$ cat config.mk
export PLATFORM = sky130hd
export DESIGN_NAME = uclk_status
export DESIGN_NICKNAME = d
export VERILOG_FILES = /design/src/uclk_pkg.sv /design/src/uclk_status.sv
export VERILOG_INCLUDE_DIRS = /design/src
export SDC_FILE = /design/constraint.sdc
export NUM_CORES = 1
export LEC_CHECK = 0
export ABC_AREA = 1
export BUFFER_PORTS_ARGS = -buffer_cell sky130_fd_sc_hd__clkbuf_2
export CAP_MARGIN = 10
export CORE_AREA = 2 2 82 84
export DETAILED_ROUTE_END_ITERATION = 12
export DIE_AREA = 0 0 84 86
export PLACE_DENSITY = 0.79
export SYNTH_ARGS = -nofsm -noshare
export SYNTH_HDL_FRONTEND = slang
export SYNTH_SLANG_ARGS = --single-unit
$ cat constraint.sdc
create_clock -name clk -period 2.2 [get_ports clk]
set_input_delay 0.66 -clock clk [delete_from_list [all_inputs] [get_ports clk]]
set_output_delay 0.66 -clock clk [all_outputs]
set_load 0.05 [all_outputs]
$ cat src/uclk_cfg.svh
`ifndef UCLK_CFG_SVH
`define UCLK_CFG_SVH

// Feature version reported in status word 1
`define UCLK_VERSION     4'd4
// Reference clock in 10 kHz units
`define UCLK_REF_FREQ    18'd10000

// Management port model
`define PLL_WAIT_STATES  3
`define PLL_LOCK_DELAY   20

// Waitrequest high cycles tolerated by the machine
`define RCFG_TIMEOUT     64

// Measurement window in clk cycles, 100 us at 100 MHz
`define FREQ_WINDOW      10000

`endif

$ cat src/uclk_pkg.sv
`default_nettype none

package uclk_pkg;

   // Software visible words
   typedef logic [63:0] cmd_word_t;
   typedef logic [63:0] sts_word_t;

   typedef logic [9:0]  rcfg_addr_t;   // PLL management address
   typedef logic [31:0] rcfg_data_t;   // Command data field
   typedef logic [7:0]  pll_byte_t;    // One PLL register
   typedef logic [1:0]  rcfg_seq_t;    // Sequence tag
   typedef logic [16:0] freq_t;        // Count in 10 kHz units

   //------------------------------------------------------------
   // Decoded reconfiguration command, 45 bits
   //------------------------------------------------------------
   typedef struct packed {
      rcfg_seq_t  seq;
      logic       write;   // 1 write, 0 read
      rcfg_addr_t addr;
      rcfg_data_t data;
   } rcfg_ctrl_t;

   // Management bus request, 20 bits
   typedef struct packed {
      logic       read;
      logic       write;
      rcfg_addr_t addr;
      pll_byte_t  writedata;
   } pll_mgmt_req_t;

   // Reconfiguration machine
   typedef enum logic [2:0] {
      st_idle,
      st_request,
      st_wait_read,
      st_latch,
      st_error
   } rcfg_state_t;

endpackage

`default_nettype wire

$ cat src/uclk_status.sv
`timescale 1ns/1ns
`default_nettype none

`include "uclk_cfg.svh"

module uclk_status (
   input  wire                       clk,
   input  wire                       uclk_reset_n,
   input  wire uclk_pkg::rcfg_ctrl_t rcfg_ctrl,
   input  wire uclk_pkg::pll_byte_t  readdata,
   input  wire                       read_latch,
   input  wire                       error,
   input  wire                       locked,
   input  wire                       pll_reset,
   input  wire                       mgmt_reset,
   input  wire                       fsm_reset_n,
   input  wire                       sel_uclk,
   input  wire                       freq_valid,
   input  wire uclk_pkg::freq_t      freq_value,
   output uclk_pkg::sts_word_t       sts_0,
   output uclk_pkg::sts_word_t       sts_1
);

   import uclk_pkg::*;

   pll_byte_t  readdata_t1;   // Port data one cycle late
   rcfg_ctrl_t rb_latched;    // Readback of the last cycle
   logic [1:0] locked_sync;
   logic       error_q;
   logic       sel_q;
   freq_t      freq_q;

   always_ff @(posedge clk) begin
      readdata_t1 <= readdata;
   end

   always_ff @(posedge clk) begin
      if (!uclk_reset_n) begin
         rb_latched  <= '0;
         locked_sync <= '0;
         error_q     <= 1'b0;
         sel_q       <= 1'b0;
         freq_q      <= '0;
      end else begin
         locked_sync <= {locked_sync[0], locked};
         error_q     <= error;
         sel_q       <= sel_uclk;
         if (read_latch) begin
            rb_latched.seq   <= rcfg_ctrl.seq;
            rb_latched.write <= rcfg_ctrl.write;
            rb_latched.addr  <= rcfg_ctrl.addr;
            // Writes read back as all ones
            rb_latched.data  <= {24'h0, readdata_t1 | {8{rcfg_ctrl.write}}};
         end
         if (freq_valid) begin
            freq_q <= freq_value;
         end
      end
   end

   //------------------------------------------------------------
   // Status words
   //------------------------------------------------------------
   assign sts_0 = {error_q, 2'b0, locked_sync[1], 2'b0,   // 63..58
                   pll_reset, mgmt_reset, 3'b0,           // 57..53
                   fsm_reset_n, 2'b0, rb_latched.seq,     // 52..48
                   3'b0, rb_latched.write, 2'b0,          // 47..42
                   rb_latched.addr, rb_latched.data};     // 41..0

   assign sts_1 = {`UCLK_VERSION, 9'b0, `UCLK_REF_FREQ,   // 63..33
                   sel_q, 15'b0, freq_q};                  // 32..0

endmodule

`default_nettype wire

==> results by group <==
Worst hold path
  – Worst Hold Class: flop to flop
  – Min-delay src: locked_sync[0]
  – Min-Delay Path Depth: 2
  – WHS Endpoint: locked_sync[1]

Routing
  – Drt first pass iters: 4
  – Vias per inst: 3.87
  – Final WL: 4170 um
  – Vias post-DR: 1662
  – Number of remaining DRC errors: 0
  – Mean routed wirelength per cell: just under 10 um
  – DRT iter0 DRCs: 24
  – DRT antenna net count: 0

Finish
  – Area grow syn2layout: 7.88%
  – Final instance area: ~2500 um2
  – Layout fillers: 632
  – Fin util: 39.6%
  – Area occupied by multi-input gates: just over 800 um2
  – Sequential cell area: 1000 um2
  – Nets@finish: 432
  – ANT cells: 0
  – Fraction of layout cells with a size suffix above 1: 27.8%

Critical path
  – CP Max Fanout: 2
  – Arr. time, crit path: 970 ps
  – Crit. End Element: output pin
  – Critical R2R Launch: sts_0[33]
  – CP Buf/Inv Count: 1
  – CP required: between 1500 and 2000 ps
  – Reg-to-Reg End: sts_0[33]
  – Reg2Reg Setup Slack: approximately 1600 ps
  – CP max stage cell: dfxtp_1
  – Reg2Reg Depth: 2
  – Critical path type: flop to output pin
  – Crit-path max cell delay: 370 ps
  – Critical path launch point type: flop
  – CP top delay family: flip-flops
  – CP Cell Sequence: clkbuf_2

Timing
  – Final Setup Violations: 0
  – Sum Neg Setup Slack: 0 ps
  – Worst Skew: 5.49 ps
  – Worst slew margin: 53.6%
  – Slew @ Worst Pin: 697 ps
  – Minimum clock period: 1630 ps
  – Max frequency: 613 MHz
  – RSZ-0062 raised after global routing: false
  – Slew Viols, Final: 0
  – Final hold vios: 0
  – Fin crit share: between 70% and 80%

Power
  – Peak supply drop: 0.614 mV
  – Pwr/cell area: between 900 and 1000 nW/um2
  – Pleak: around 1.4 nW

Place
  – Area of placed instances: 2370 um2
  – Routability cong.: 0.697
  – Number of port buffers: 85
  – Detail Placement HPWL: 3200 um

GRT
  – Grt ovf: 0
  – Initial antenna violation count: 0
  – First-pass GRT wire length: 6790 um
  – Global Route Usage Sum: 11.7%
  – Largest net degree at the start of global routing: 43
  – Vias in the first global route: 1509

Floorplan
  – Die Area: 7220 um2
  – Core Box Area: 6280 um2
  – Die X: 84 um
  – Row count: 29
  – Initial Util: a little under two fifths
  – Die Y-Extent: 86 um
  – IO Count: 208

Synth
  – Largest cells by area after synthesis: dfxtp_1 (43%), buf_4 (30%), nor2_1 (12%), o21ai_0 (5.6%), buf_6 (2.4%)
  – Synth area leader: dfxtp_1
  – FF+latch count, synth: 50
  – Post-Syn Area: about 2300 um2
  – Seq/Total Area, Yosys: 43.5%
  – Yosys cell types: 16
  – Ys Warns: 0
  – Mapped Cells: 278
  – Post-Syn Area per Cell: 8.29 um2
  – Top cell type's share of synthesized area: a little over two fifths

Clocking
  – Clock sinks: 50
  – H-tree Lvls: 2
  – CTS tree: yes
  – Postcts setup bufs: 0
  – Post-cts resize count: 0
  – Hold_buf cts: 0
  – Inserted Clock Buffers: 5
  – Root buffer cell: clkbuf_8
  – Clock Path Buffers: 2
  – Reg clk slew, reported paths: approximately 100 ps
  – Skew-Pair Late Insertion Delay: 300 ps

Run
  – Maxcap violations: 0

Outcome
  – Outcome: finished clean
flip-flops by register name, indices dropped and copies added, names as in the netlist:
| signal | cells |
|---|---|
| error_q | 1 |
| freq_q | 17 |
| locked_sync | 2 |
| readdata_t1 | 8 |
| sel_q | 1 |
| sts_0 | 21 |
area by class of cell:
| cell class | count | area share, % |
|---|---|---|
| multi-input combinational | 203 | 32.9 |
| sequential | 50 | 40.3 |
| timing repair buffer | 85 | 17.1 |
| clock inverter | 3 | 1.91 |
| inverter | 7 | 1.16 |
| tap | 77 | 3.88 |
| clock buffer | 5 | 2.77 |
placed cells by master, fill, tap and decap left out, drive strengths merged:
| cell | instances |
|---|---|
| o21ai | 37 |
| conb | 84 |
| bufinv | 1 |
| nand2 | 6 |
| inv | 9 |
| dfxtp | 50 |
| clkbuf | 90 |
| nor2 | 76 |
logic make-up (layout without fill, tap and decap cells):
logic type / after synthesis / count (layout) / share of synthesized area, %
AO/OA/AOI/OAI: 37 / 37 / 8.20
buffers and inverters: 107 / 100 / 34.4
flip-flops: 50 / 50 / 43.5
other: 2 / 84 / 0.326
AND/OR/NAND/NOR: 82 / 82 / 13.6
report_power, final:
part	total, mW	internal, mW	switching (mW)
Clock	0.664	0.347	0.317
Sequential	0.993	0.965	0.0271
Combinational	0.675	0.0897	0.585
how the worst max path moves through the flow:
stage / startpoint / endpoint / depth (start not counted)
after floorplan: fsm_reset_n / sts_0[52] / 1
after detailed placement: read_latch / sts_0[32] / 4
after global routing: sts_0[1] / sts_0[1] / 1
after global placement: read_latch / sts_0[32] / 4
after CTS: sts_0[1] / sts_0[1] / 1
final: sts_0[1] / sts_0[1] / 1
cell usage after synthesis (all sizes together):
cell type   n
buf        98
nor2       76
dfxtp      50
o21ai      37
inv         7
nand2       6
clkbuf      2
conb        2
metrics by stage:
stage	power, mW	hold WS, ps	worst slack (ps)	instances
global route	2.44	428	531	430
finish	2.33	426	568	430
detailed placement	1.69	411	553	422
CTS	2.36	432	558	430
floorplan	1.72	390	710	360
global placement	1.68	396	593	422
layer usage:
metal	global-route usage [%]	vias to the layer above	routed length, um
met5	0	-	0
li1	-	829	-
met1	12.1	718	1600
met2	20.9	107	2020
met4	5.28	0	93
met3	4.62	8	463
Note: power is estimated with default switching activity, not from simulation.
