<file path="src/uclk_cfg.svh">
`ifndef UCLK_CFG_SVH
`define UCLK_CFG_SVH

// Feature version reported in status word 1
`define UCLK_VERSION     4'd4
// Reference clock in 10 kHz units
`define UCLK_REF_FREQ    18'd10000

// Management port model
`define PLL_WAIT_STATES  3
`define PLL_LOCK_DELAY   20

// Waitrequest high cycles tolerated by the machine
`define RCFG_TIMEOUT     64

// Measurement window in clk cycles, 100 us at 100 MHz
`define FREQ_WINDOW      10000

`endif

</file>
<file path="src/uclk_pkg.sv">
`default_nettype none

package uclk_pkg;

   // Software visible words
   typedef logic [63:0] cmd_word_t;
   typedef logic [63:0] sts_word_t;

   typedef logic [9:0]  rcfg_addr_t;   // PLL management address
   typedef logic [31:0] rcfg_data_t;   // Command data field
   typedef logic [7:0]  pll_byte_t;    // One PLL register
   typedef logic [1:0]  rcfg_seq_t;    // Sequence tag
   typedef logic [16:0] freq_t;        // Count in 10 kHz units

   //------------------------------------------------------------
   // Decoded reconfiguration command, 45 bits
   //------------------------------------------------------------
   typedef struct packed {
      rcfg_seq_t  seq;
      logic       write;   // 1 write, 0 read
      rcfg_addr_t addr;
      rcfg_data_t data;
   } rcfg_ctrl_t;

   // Management bus request, 20 bits
   typedef struct packed {
      logic       read;
      logic       write;
      rcfg_addr_t addr;
      pll_byte_t  writedata;
   } pll_mgmt_req_t;

   // Reconfiguration machine
   typedef enum logic [2:0] {
      st_idle,
      st_request,
      st_wait_read,
      st_latch,
      st_error
   } rcfg_state_t;

endpackage

`default_nettype wire

</file>
<file path="src/uclk_rcfg_fsm.sv">
`timescale 1ns/1ns
`default_nettype none

`include "uclk_cfg.svh"

module uclk_rcfg_fsm (
   input  wire                       clk,
   input  wire                       fsm_reset_n,
   input  wire uclk_pkg::rcfg_ctrl_t rcfg_ctrl,
   input  wire                       waitrequest,
   output uclk_pkg::pll_mgmt_req_t   mgmt_req,
   output logic                      read_latch,
   output logic                      error
);

   import uclk_pkg::*;

   localparam int tmo_w = $clog2(`RCFG_TIMEOUT + 1);
   localparam logic [tmo_w-1:0] tmo_max = tmo_w'(`RCFG_TIMEOUT);

   rcfg_state_t      state;
   rcfg_seq_t        last_seq;   // Sequence of the last cycle served
   logic [tmo_w-1:0] tmo_cnt;    // Waitrequest high cycles

   //------------------------------------------------------------
   // State register
   //------------------------------------------------------------
   always_ff @(posedge clk) begin
      if (!fsm_reset_n) begin
         state    <= st_idle;
         last_seq <= rcfg_ctrl.seq;   // Follow seq so release starts nothing
         tmo_cnt  <= '0;
      end else begin
         case (state)
            st_idle: begin
               // New sequence starts exactly one cycle
               if (rcfg_ctrl.seq != last_seq) begin
                  last_seq <= rcfg_ctrl.seq;
                  state    <= st_request;
               end
            end
            st_request: begin
               tmo_cnt <= '0;
               state   <= st_wait_read;
            end
            st_wait_read: begin
               if (!waitrequest) begin
                  state <= st_latch;            // Read data valid now
               end else if (tmo_cnt == tmo_max) begin
                  state <= st_error;            // Port stuck
               end else begin
                  tmo_cnt <= tmo_cnt + 1'b1;
               end
            end
            st_latch: begin
               state <= st_idle;
            end
            st_error: begin
               state <= st_error;   // Left only by machine reset
            end
            default: begin
               state <= st_idle;
            end
         endcase
      end
   end

   //------------------------------------------------------------
   // Outputs
   //------------------------------------------------------------
   // Strobe lasts the single request cycle
   always_comb begin
      mgmt_req.read      = (state == st_request) && !rcfg_ctrl.write;
      mgmt_req.write     = (state == st_request) && rcfg_ctrl.write;
      mgmt_req.addr      = rcfg_ctrl.addr;
      mgmt_req.writedata = rcfg_ctrl.data[7:0];   // Port is byte wide
   end

   assign read_latch = (state == st_latch);
   assign error      = (state == st_error);

endmodule

`default_nettype wire

</file>
<file path="config.mk">
export PLATFORM = sky130hd
export DESIGN_NAME = uclk_rcfg_fsm
export DESIGN_NICKNAME = d
export VERILOG_FILES = /design/src/uclk_pkg.sv /design/src/uclk_rcfg_fsm.sv
export VERILOG_INCLUDE_DIRS = /design/src
export SDC_FILE = /design/constraint.sdc
export NUM_CORES = 1
export LEC_CHECK = 0
export ABC_AREA = 1
export BUFFER_PORTS_ARGS = -buffer_cell sky130_fd_sc_hd__buf_2
export CORE_UTILIZATION = 41
export CTS_CLUSTER_DIAMETER = 40
export DETAILED_ROUTE_END_ITERATION = 7
export HOLD_SLACK_MARGIN = 0.02
export PLACE_DENSITY_LB_ADDON = 0.3
export SYNTH_ARGS = -nofsm -noshare
export SYNTH_HDL_FRONTEND = slang
export SYNTH_SLANG_ARGS = --single-unit
</file>
<file path="constraint.sdc">
create_clock -name clk -period 2.3 [get_ports clk]
set_input_delay 0.46 -clock clk [delete_from_list [all_inputs] [get_ports clk]]
set_output_delay 0.46 -clock clk [all_outputs]
set_load 0.02 [all_outputs]
</file>
==> results by group <==
Run status
  – Status: completed

Clock network
  – TritonCTS Buffers: 3
  – Post-cts resize count: 0
  – Worst-path clk slew: 70 ps
  – Root buffer cell: clkbuf_4
  – H-tree depth: 1
  – Clock latency on the worst-skew pair: around 270 ps
  – Hold buffers post-CTS: 0
  – CTS tree: yes
  – Max Root-Sink Buffers: 2
  – Setup bufs post-CTS: 0
  – CTS Sinks: 12

Power and ir drop
  – Pwr/cell area: about 750 mW/mm^2
  – Max VDD drop: 0.000357 V
  – Pleak: roughly 0.37 nW

Global route
  – Global route hottest layer: met2
  – Pin count of the biggest net entering global routing: 11
  – Gr ovfl total: 0
  – Vias in the first global route: 585
  – Met3 usage: 0.0453
  – Global-route wire length before repair: around 2300 um
  – Antenna violations before repair: 0
  – Overall Global Routing Usage: 0.155
  – Met1 GRT Util: 0.166
  – Grt met2 use: 0.252

Final layout
  – Area of the multi-input gates: ~390 um^2
  – Area grow syn2layout: -3.55%
  – Diodes inserted: 0
  – Fill count: 201
  – FF+latch area: 260 um^2
  – Layout cell share with drive strength beyond 1: 0.175
  – Final #Nets: 165

Min path
  – HP Class: in2reg
  – Worst Hold End: last_seq[0]
  – Hold path depth: 1
  – Hold wc startpoint: rcfg_ctrl[43]

STA
  – Final period util: 0.778
  – Setup TNS: 0 ps
  – Final Setup Violations: 0
  – Worst hold slack: roughly 390 ps
  – Final hold violations: 0
  – RSZ-0062 raised after global routing: no
  – Max Clock Freq: 559 MHz
  – Slew at the pin with the worst max-slew slack: 370 ps
  – Clock skew: between 4 and 5 ps
  – Slew Viols, Final: 0
  – Slew margin rel.: 0.751
  – Tmin final: 1790 ps

Worst setup path
  – Crit. End Element: output pin
  – WP data arrival: about 1300 ps
  – Flop2flop setup slack: 940 ps
  – Slowest Stage Delay on Critical Path: 350 ps
  – Crit path max fanout: 9
  – CP Class: reg2out
  – Cell family with most CP delay: simple AND/OR/NAND/NOR gates
  – Crit path required time: 1840 ps
  – CP Cell Sequence: inv_1 > nand3_2 > nor2_1 > buf_2
  – Reg-to-reg endpoint: tmo_cnt[5]
  – Worst setup SP type: flop
  – Register-to-Register Path Depth: 9
  – Worst path bufs/invs: 2
  – RR Startpoint: tmo_cnt[0]
  – Worst path slowest cell: dfxtp_1

Floorplanning
  – Die Span X: 47.4 um
  – Core Rows: 16
  – Core Region: about 0.002 mm^2
  – Total die area: ~0.0022 mm^2
  – Initial Util: 0.436
  – Die H: 47.4 um
  – Io pins: 70

Synth
  – Cells after synthesis: 119
  – Sequential-to-total area share from yosys stat: 0.308
  – Post-synthesis net count: about 170
  – Area contributors post-synth: dfxtp_1 24%, buf_4 16%, nand2_1 8.9%
  – Most frequent cell after synthesis: nand2_1
  – Synthesized area: 846 um^2
  – Synth top cells by count: 20 x nand2_1, 18 x buf_4, 16 x inv_1, 15 x nor2_1, 10 x dfxtp_1
  – Asr flop ratio synth: 0
  – #FFs+latches synth: 12
  – Top_reg_cell synth: dfxtp_1
  – EDFF count, synth: 2
  – Mean post-synth cell area: 7.11 um^2
  – Synth area leader: dfxtp_1
  – Post-synth top area share: 0.237
  – Synth cell types: 21
  – Yosys Warn Count: 0

Routing
  – # DRC: 0
  – Vias: around 700
  – DR WL/cell: between 10 and 15 um
  – Post-route ant nets: 0
  – Initial DRC Count: 13
  – Routed WL: 1480 um
  – TritonRoute pass-1 iters: 4
  – Vias/cell: 4.88

Placement
  – Post-detail-place hpwl: 1120 um
  – Port bufs: 9
  – GP Congestion: 0.839

Flow run
  – Max-cap violations: 0
-- flip-flops by register name (all words and copies together) (netlist names) --
signal	count
tmo_cnt	7
last_seq	2
state	3
-- through the flow --
step                cell area, um^2  std cells  total power, mW  worst slack, ps  utilization
floorplan                       846        119            0.480              883            -
global placement                790        137            0.480              841        0.407
detailed placement              790        137            0.484              811        0.407
CTS                             816        141            0.624              495        0.420
global route                    816        141            0.663              427        0.420
finish                          816        141            0.616              511        0.420
-- area by class of cell --
class | count | share of cell area
clock buffer | 4 | 0.0322
multi-input combinational | 72 | 0.474
inverter | 17 | 0.0782
tap | 27 | 0.0414
timing repair buffer | 9 | 0.0552
sequential | 12 | 0.319
-- cell usage in the layout (no fill, tap or decap) --
cell type	n
nor3_1	2
o22ai_1	1
a21oi_1	7
ha_1	2
nor2_4	2
dfxtp_1	10
nand4_1	1
edfxtp_1	2
inv_2	1
o21ai_1	1
nand3_1	9
o21ai_0	3
clkbuf_4	3
nand2_4	3
nand3_2	2
clkbuf_1	1
inv_1	16
nor2_1	15
a31oi_1	1
o31ai_1	1
buf_2	9
xor2_1	2
nand2_1	20
-- report_power, final --
group | leakage [nW] | internal (mW) | switching [mW]
clock network | 0.0150 | 0.0672 | 0.0691
logic | 0.257 | 0.0716 | 0.147
registers | 0.101 | 0.238 | 0.0225
total | 0.373 | 0.377 | 0.238
-- how the worst max path moves through the flow --
stage | start | endpoint | slack (ps) | cells after the start
after floorplan | state[1] | mgmt_req[18] | 880 | 3
after global placement | state[1] | mgmt_req[18] | 840 | 4
after detailed placement | state[1] | mgmt_req[18] | 810 | 4
after CTS | state[1] | mgmt_req[18] | 490 | 4
after global routing | state[1] | mgmt_req[18] | 430 | 4
final | state[1] | mgmt_req[18] | 510 | 4
-- layer usage --
layer	vias up	wire, um
met5	-	0
met1	301	662
met3	11	92
met4	0	54
li1	349	-
met2	27	673
-- cell families after synthesis --
logic type | Yosys count | synth area share
buf+inv | 35 | 0.235
simple gates | 54 | 0.318
xor+xnor | 2 | 0.0207
fa+ha+maj | 2 | 0.0296
flops | 12 | 0.308
compound gates | 14 | 0.0888
Power figures use the tool's default switching activity.
