==> config.mk <==
export PLATFORM = sky130hd
export DESIGN_NAME = uclk_cmd_decode
export DESIGN_NICKNAME = d
export VERILOG_FILES = /design/src/uclk_cfg.svh /design/src/uclk_pkg.sv /design/src/uclk_cmd_decode.sv
export SDC_FILE = /design/constraint.sdc
export NUM_CORES = 1
export LEC_CHECK = 0
export ABC_AREA = 0
export BUFFER_PORTS_ARGS = -buffer_cell sky130_fd_sc_hd__buf_2
export CAP_MARGIN = 0
export CELL_PAD_IN_SITES_DETAIL_PLACEMENT = 0
export CELL_PAD_IN_SITES_GLOBAL_PLACEMENT = 2
export CORE_MARGIN = 8
export CORE_UTILIZATION = 25
export DETAILED_ROUTE_END_ITERATION = 8
export PLACE_DENSITY = 0.84
export REMOVE_ABC_BUFFERS = 1
export SLEW_MARGIN = 40
export SYNTH_ARGS = -nofsm -noshare
export SYNTH_HDL_FRONTEND = slang
export SYNTH_SLANG_ARGS = --single-unit
==> constraint.sdc <==
create_clock -name clk -period 0.8 [get_ports clk]
set_input_delay 0.12 -clock clk [delete_from_list [all_inputs] [get_ports clk]]
set_output_delay 0.12 -clock clk [all_outputs]
set_load 0.05 [all_outputs]
==> src/uclk_cfg.svh <==
`ifndef UCLK_CFG_SVH
`define UCLK_CFG_SVH

// Feature version reported in status word 1
`define UCLK_VERSION     4'd4
// Reference clock in 10 kHz units
`define UCLK_REF_FREQ    18'd10000

// Management port model
`define PLL_WAIT_STATES  3
`define PLL_LOCK_DELAY   20

// Waitrequest high cycles tolerated by the machine
`define RCFG_TIMEOUT     64

// Measurement window in clk cycles, 100 us at 100 MHz
`define FREQ_WINDOW      10000

`endif

==> src/uclk_pkg.sv <==
`default_nettype none

package uclk_pkg;

   // Software visible words
   typedef logic [63:0] cmd_word_t;
   typedef logic [63:0] sts_word_t;

   typedef logic [9:0]  rcfg_addr_t;   // PLL management address
   typedef logic [31:0] rcfg_data_t;   // Command data field
   typedef logic [7:0]  pll_byte_t;    // One PLL register
   typedef logic [1:0]  rcfg_seq_t;    // Sequence tag
   typedef logic [16:0] freq_t;        // Count in 10 kHz units

   //------------------------------------------------------------
   // Decoded reconfiguration command, 45 bits
   //------------------------------------------------------------
   typedef struct packed {
      rcfg_seq_t  seq;
      logic       write;   // 1 write, 0 read
      rcfg_addr_t addr;
      rcfg_data_t data;
   } rcfg_ctrl_t;

   // Management bus request, 20 bits
   typedef struct packed {
      logic       read;
      logic       write;
      rcfg_addr_t addr;
      pll_byte_t  writedata;
   } pll_mgmt_req_t;

   // Reconfiguration machine
   typedef enum logic [2:0] {
      st_idle,
      st_request,
      st_wait_read,
      st_latch,
      st_error
   } rcfg_state_t;

endpackage

`default_nettype wire

==> src/uclk_cmd_decode.sv <==
`timescale 1ns/1ns
`default_nettype none

module uclk_cmd_decode #(
   parameter int AGILEX_REMAP = 0
) (
   input  wire                     clk,
   input  wire                     uclk_reset_n,
   input  wire uclk_pkg::cmd_word_t cmd,
   output uclk_pkg::rcfg_ctrl_t    rcfg_ctrl,
   output logic                    pll_reset,
   output logic                    mgmt_reset,
   output logic                    fsm_reset_n
);

   import uclk_pkg::*;

   cmd_word_t  cmd_q1;     // First stage, raw command
   rcfg_addr_t addr_raw;
   rcfg_addr_t addr_map;

   assign addr_raw = cmd_q1[41:32];

   //------------------------------------------------------------
   // Output counter remap for the newer PLL family
   //------------------------------------------------------------
   // C0 is unused there, so C0 and C1 registers move up to C1 and C2
   always_comb begin
      addr_map = addr_raw;
      if (AGILEX_REMAP == 1) begin
         if (addr_raw >= 10'h11b && addr_raw <= 10'h122) begin
            addr_map = addr_raw + 10'd4;   // Four registers per counter
         end
      end
   end

   //------------------------------------------------------------
   // Two register stages
   //------------------------------------------------------------
   always_ff @(posedge clk) begin
      if (!uclk_reset_n) begin
         cmd_q1      <= '0;
         rcfg_ctrl   <= '0;
         pll_reset   <= 1'b1;   // PLL held in reset with the system
         mgmt_reset  <= 1'b0;
         fsm_reset_n <= 1'b0;   // Machine stays off until software enables it
      end else begin
         cmd_q1          <= cmd;
         pll_reset       <= cmd_q1[57];      // PLL powerdown
         mgmt_reset      <= cmd_q1[56];      // Management port reset
         fsm_reset_n     <= cmd_q1[52];      // Machine reset, active low
         rcfg_ctrl.seq   <= cmd_q1[49:48];
         rcfg_ctrl.write <= cmd_q1[44];
         rcfg_ctrl.addr  <= addr_map;        // Device address after remap
         rcfg_ctrl.data  <= cmd_q1[31:0];
      end
   end

endmodule

`default_nettype wire

==> metrics.csv, run 1 <==
metric;value;unit
setup_repair_after_global_routing_missed_its_margin;true;
cpPeakStageDelay;0.35;ns
maxClockFrequency;1051;MHz
critical_path.endpoint;rcfg_ctrl[27];
gr-usage-all-layers;8.290;%
worstPathArrival;0.83;ns
dpl_cell_area;3218;sq um
detailedRoute.firstPassIterationCount;4;
drive_above_1_share;45.48;%
fp-row-count;37;
clkSlewWorstSetupHoldPaths;0.08;ns
area_overhead_vs_synth;71.12;%
final.setup_skew;0.002511;ns
final_count_of_pins_violating_max_slew;0;
pre_cts_worst_setup_slack;0.08191;ns
cpLargestDelayFamily;flip-flops;
horizontal_die_dimension;118.1;um
critical_path_class;reg2out;
required;0.68;ns
nets;416;
clkSinkCount;96;
min_period_over_period;118.9;%
grt_overflow;0;
outcome;complete, but fails checks;
r2r-end;rcfg_ctrl[14]$_SDFF_PN0_;
startpoint;rcfg_ctrl[27]$_SDFF_PN0_;
crit_path_end_kind;primary output;
worstPathMaxFanout;1;
cellLeakagePower;1.949;nW
antenna_left;0;
io-pin-count;114;
vias;1794;
placement.io_buffers;97;
slowest_stage;dfxtp_2;
drc;0;
drv.max_cap_violation_count;0;
synthCells;202;
r2r.worst_path.cells;1;
power-per-cell-area;2170;nW/um^2
post_synth_instance_area;2604;sq um
grt_pass1_vias;1944;
synthTopCellsByArea;dfxtp_1 74%, and2_1 23%, buf_6 2.2%, buf_2 0.96%, nand2b_1 0.24%;
drt_iter0_drc;44;
total_routed_length;5.473;mm
timing_hold_violations_final;0;
core-area;10230;sq um
part_of_the_yosys_area_used_for_sequential_elements;73.81;%
synthDominantCellAreaShare;73.81;%
timing.rr.start;cmd_q1[14]$_SDFF_PN0_;
ctsLongestPathBuffers;2;
die-height;118.1;um
cts-buffers-inserted;9;
setup_violating_endpoint_count_in_the_final_report;48;
tritoncts;yes;
wl_per_cell;11.17;um
cts_root_buf;clkbuf_8;
timing.slew.headroom;89.81;%
grt_antenna_before_repair;0;
insertion_delay;0.34;ns
post_cts_buffers;0;
yosysTopAreaCell;dfxtp_1;
finalCriticalPeriod;0.9516;ns
critical_path_depth;1;
finalPower;9.670;mW
vdd_drop_max;0.0007483;V
reg2reg_setup_slack;0.24;ns
tightest_pin_transition;0.1528;ns
initial_core_util;25.45;%
holdCritStartpoint;uclk_reset_n;
fin_area;4456;sq um
ys_ff_latch;96;
synth-warning-count;0;
clock_tree.htree_level_count;3;
place_hpwl;3.504;mm
syn_avg_cell_area;12.89;sq um
failed_checks;negative setup slack;
hold_slack;0.1889;ns
detail_route.vias_per_cell;3.661;
post_synth_num_cell_types;5;
final_critical_path_setup_slack;-0.1516;ns
floorplan.die_area;13940;sq um
grt_pass1_wl;9.280;mm
place.gp.congestion;0.6127;
worst_min_delay_path_class;in2reg;
path_cells;buf_8;
setup.worst_path.start_class;register;
path_buf_inv;1;
antenna_cells;0;
largest_net_degree_at_the_start_of_global_routing;51;
[stage by stage]
step | setup TNS (ns) | cells | utilization (%)
finish | -6.795 | 490 | 43.55
floorplan | 0 | 192 | -
detailed placement | 0 | 427 | 31.45
global route | -9.279 | 490 | 43.55
CTS | -8.549 | 490 | 43.37
global placement | 0 | 427 | 31.45
[synth_stat cells]
master / instances
buf_6: 5
nand2b_1: 1
dfxtp_1: 96
and2_1: 95
buf_2: 5
[kinds of logic (layout without fill, tap and decap cells)]
| kind of cell | count (synthesis) | after routing | synth area share (%) |
|---|---|---|---|
| flops | 96 | 96 | 73.81 |
| simple gates | 96 | 96 | 23.07 |
| buf+inv | 10 | 162 | 3.123 |
[cells in the final DEF (no fill, tap or decap)]
| cell | netlist | routed |
|---|---|---|
| and2_1 | 95 | 95 |
| buf_2 | 5 | 49 |
| dfxtp_1 | 96 | 48 |
| dfxtp_2 | 0 | 48 |
| dlygate4sd3_1 | 0 | 48 |
| buf_8 | 0 | 47 |
| clkbuf_8 | 0 | 11 |
| bufinv_16 | 0 | 2 |
| buf_12 | 0 | 2 |
| nand2b_1 | 1 | 1 |
| clkbuf_1 | 0 | 1 |
| clkinv_2 | 0 | 1 |
| buf_6 | 5 | 1 |
[registers in the layout, summed over array words and instances (netlist names)]
register and count:
cmd_q1 48, rcfg_ctrl 45, pll_reset 1, mgmt_reset 1, fsm_reset_n 1
[layer usage]
layer,GRT usage (%),vias up,routed length [um]
met3,4.221,9,440
li1,-,895,-
met2,13.61,60,2751
met4,4.323,0,88
met5,0,-,0
met1,8.520,830,2192
[final cells by class]
class                           instances  area, sq um
Fill cell                             951         5776
Sequential cell                        96         1982
Timing Repair Buffer                  147         1483
Clock buffer                           12        155.1
Clock inverter                          3        65.06
Multi-Input combinational cell         96        600.6
Tap cell                              136        170.2
[power breakdown]
| group | internal [mW] | total, mW | switching [mW] |
|---|---|---|---|
| clock network | 1.91 | 3.41 | 1.50 |
| registers | 5.02 | 5.10 | 0.0842 |
| logic | 0.614 | 1.16 | 0.542 |
[repair_timing]
item,in CTS,in global routing
gates resized for setup,186,5
endpoints found under the hold margin,48,0
endpoints found under the setup margin,48,48
pin swaps,0,0
gates cloned,0,0
hold buffers,48,0
[worst min-delay path by stage]
stage,end,slack [ns],depth (start not counted)
final,pll_reset$_SDFF_PN1_,0.19,3
after global routing,pll_reset$_SDFF_PN1_,0.19,3
after CTS,pll_reset$_SDFF_PN1_,0.17,3
after detailed placement,cmd_q1[5]$_SDFF_PN0_,0.33,2
after global placement,cmd_q1[9]$_SDFF_PN0_,0.33,2
after floorplan,pll_reset$_SDFF_PN1_,0.19,1
No activity file was read; power rests on OpenSTA's default activity.
==> inputs of run 2 (changes only) <==
--- a/config.mk
+++ b/config.mk
@@ -11,10 +11,11 @@
 export CELL_PAD_IN_SITES_DETAIL_PLACEMENT = 0
 export CELL_PAD_IN_SITES_GLOBAL_PLACEMENT = 2
 export CORE_MARGIN = 8
-export CORE_UTILIZATION = 25
+export CORE_UTILIZATION = 28
 export DETAILED_ROUTE_END_ITERATION = 8
-export PLACE_DENSITY = 0.84
+export PLACE_DENSITY = 0.89
 export REMOVE_ABC_BUFFERS = 1
+export SETUP_SLACK_MARGIN = 0.4
 export SLEW_MARGIN = 40
 export SYNTH_ARGS = -nofsm -noshare
 export SYNTH_HDL_FRONTEND = slang
==> constraint.sdc (replaced) <==
create_clock -name clk -period 1 [get_ports clk]
set_input_delay 0.15 -clock clk [delete_from_list [all_inputs] [get_ports clk]]
set_output_delay 0.15 -clock clk [all_outputs]
set_load 0.05 [all_outputs]
==> run 2 against run 1 <==
Effect of this change:
- the run now ends clean
- total power decreased by 24%
- worst hold slack worse by 0.19 ns
- cell area shrank 12%
- clock-buffer cell count shrank 2
- sequential power is 20% lower
- cell count fell by 15%
- register-to-register slack improved by 0.21 ns
- critical path depth stayed put
- first-iteration DRC count shrank 43%
- critical path type unchanged
==> metrics.csv, run 2 (synthesis gave the netlist of run 1 again) <==
metric;value;unit
path_buf_inv;1;
grt_overflow;0;
vias;1566;
timing.rr.start;cmd_q1[35]$_SDFF_PN0_;
post_cts_buffers;0;
drc;0;
reg2reg_setup_slack;0.45;ns
dp_cells;402;
worstPathMaxFanout;1;
post_layout_cell_count;418;
placement.io_buffers;97;
grt_pass1_vias;1679;
seq_power_share;55.4;%
power-per-cell-area;1886;nW/um^2
seqCellArea;1982;sq um
clock_tree.htree_level_count;3;
met1_usage;8.000;%
tightest_pin_transition;0.3094;ns
fillers;853;
required;0.85;ns
multiInputGateArea;600.6;sq um
fin_area;3911;sq um
antenna_cells;0;
clkSinkCount;96;
slowest_stage;dfxtp_2;
largest_reg_flops;48;
finalSetupTns;0;ns
critical_path_class;reg2out;
drive_above_1_share;53.09;%
fp-row-count;35;
timing.slew.headroom;79.37;%
r2r.worst_path.cells;1;
gr-usage-met3;6.012;%
area_overhead_vs_synth;50.22;%
cpPeakStageDelay;0.35;ns
cts_root_buf;clkbuf_8;
power.switching;1.758;mW
wl_per_cell;11.53;um
antenna_left;0;
io-pin-count;114;
ctsLongestPathBuffers;2;
grtUsageMet2;12.48;%
largest_registers;cmd_q1 x48, rcfg_ctrl x45;
internal_power;5.617;mW
maxClockFrequency;1012;MHz
total_routed_length;4.819;mm
tritoncts;yes;
drv.max_cap_violation_count;0;
dpl_cell_area;3174;sq um
holdCritStartpoint;cmd[27];
crit_path_end_kind;primary output;
drt_iter0_drc;25;
place_hpwl;3.421;mm
cpLargestDelayFamily;flip-flops;
final.setup_skew;0.01006;ns
commonest_cells_after_routing_fill_and_taps_aside;95 x and2_1, 49 x buf_2, 48 x dfxtp_1, 48 x dfxtp_2, 46 x buf_8;
holdPathEnd;cmd_q1[27]$_SDFF_PN0_;
power.share.switching;23.84;%
timing_hold_violations_final;0;
outcome;finished, final reports clean;
grt_pass1_wl;8.031;mm
mostFrequentLayoutCell;and2_1;
worstPathArrival;0.84;ns
detailedRoute.firstPassIterationCount;2;
nets;368;
setup_violating_endpoint_count_in_the_final_report;0;
detail_route.vias_per_cell;3.746;
final_count_of_pins_violating_max_slew;0;
grt_most_used_layer;met2;
grt_antenna_before_repair;0;
finalCriticalPeriod;0.9878;ns
r2r-end;rcfg_ctrl[35]$_SDFF_PN0_;
setup_repair_after_global_routing_missed_its_margin;true;
initial_core_util;28.45;%
floorplan.die_area;12640;sq um
clkPwrFrac;34.3;%
setup.worst_path.start_class;register;
worst_min_delay_path_class;in2reg;
register_name_with_the_most_flops;cmd_q1;
insertion_delay;0.34;ns
core-area;9153;sq um
power.share.combinational;10.3;%
path_cells;buf_8;
vdd_drop_max;0.0006307;V
whs_path_depth;2;
clkSlewWorstSetupHoldPaths;0.10;ns
min_period_over_period;98.78;%
place.gp.congestion;0.6511;
largest_net_degree_at_the_start_of_global_routing;50;
gr-usage-all-layers;8.096;%
die-height;112.4;um
cellLeakagePower;1.737;nW
horizontal_die_dimension;112.4;um
cts-buffers-inserted;9;
run 2: changes by cell type in the layout (fill, tap and decap cells not counted), sizes merged:
cell         change
dlygate4sd3     -48
clkbuf           -2
clkinv           +2
inv              +2
bufinv           -1
run 2: power groups by stage:
| stage | combinational, mW | clock [mW] | sequential [mW] |
|---|---|---|---|
| final | 0.763 | 2.53 | 4.08 |
| after global placement | 0.618 | 0 | 4.12 |
| after floorplan | 0.109 | 0 | 4.40 |
| after global routing | 0.815 | 2.84 | 4.10 |
| after detailed placement | 0.624 | 0 | 4.13 |
| after CTS | 0.773 | 2.66 | 4.09 |
run 2: how the worst max path moves through the flow:
stage | startpoint | endpoint | cells past startpoint
after floorplan | fsm_reset_n$_SDFF_PN0_ | fsm_reset_n | 0
after global placement | uclk_reset_n | rcfg_ctrl[44]$_SDFF_PN0_ | 3
after detailed placement | uclk_reset_n | cmd_q1[10]$_SDFF_PN0_ | 3
after CTS | rcfg_ctrl[19]$_SDFF_PN0_ | rcfg_ctrl[19] | 1
after global routing | rcfg_ctrl[32]$_SDFF_PN0_ | rcfg_ctrl[32] | 1
final | rcfg_ctrl[19]$_SDFF_PN0_ | rcfg_ctrl[19] | 1
run 2: cell type report:
class                   instances  area share, %
clock buffers                  10          3.519
clock inverters                 6          1.695
well taps                     111          3.551
flip-flops and latches         96          50.67
multi-input cells              96          15.36
repair buffers                 99          25.21
run 2: repair_timing:
action | 4_1_cts | 5_1_grt
endpoints found under the hold margin | 45 | 38
resized for setup | 188 | 2
endpoints found under the setup margin | 48 | 48
run 2: routing by layer:
metal	vias up	share of wire, %
met4	0	1.5
met3	9	12
met1	692	40
li1	803	-
met2	62	46
met5	-	0
run 2: stage by stage:
step	hold WS (ns)	util, %	power [mW]	setup WS (ns)
2_1_floorplan	0.2230	-	4.508	0.2627
3_3_place_gp	0.3566	34.68	4.738	0.1615
3_5_place_dp	0.3590	34.68	4.751	0.1424
4_1_cts	-0.02619	42.65	7.521	-0.02450
5_1_grt	-0.03084	42.73	7.757	-0.04235
6_report	0.003199	42.73	7.375	0.01219
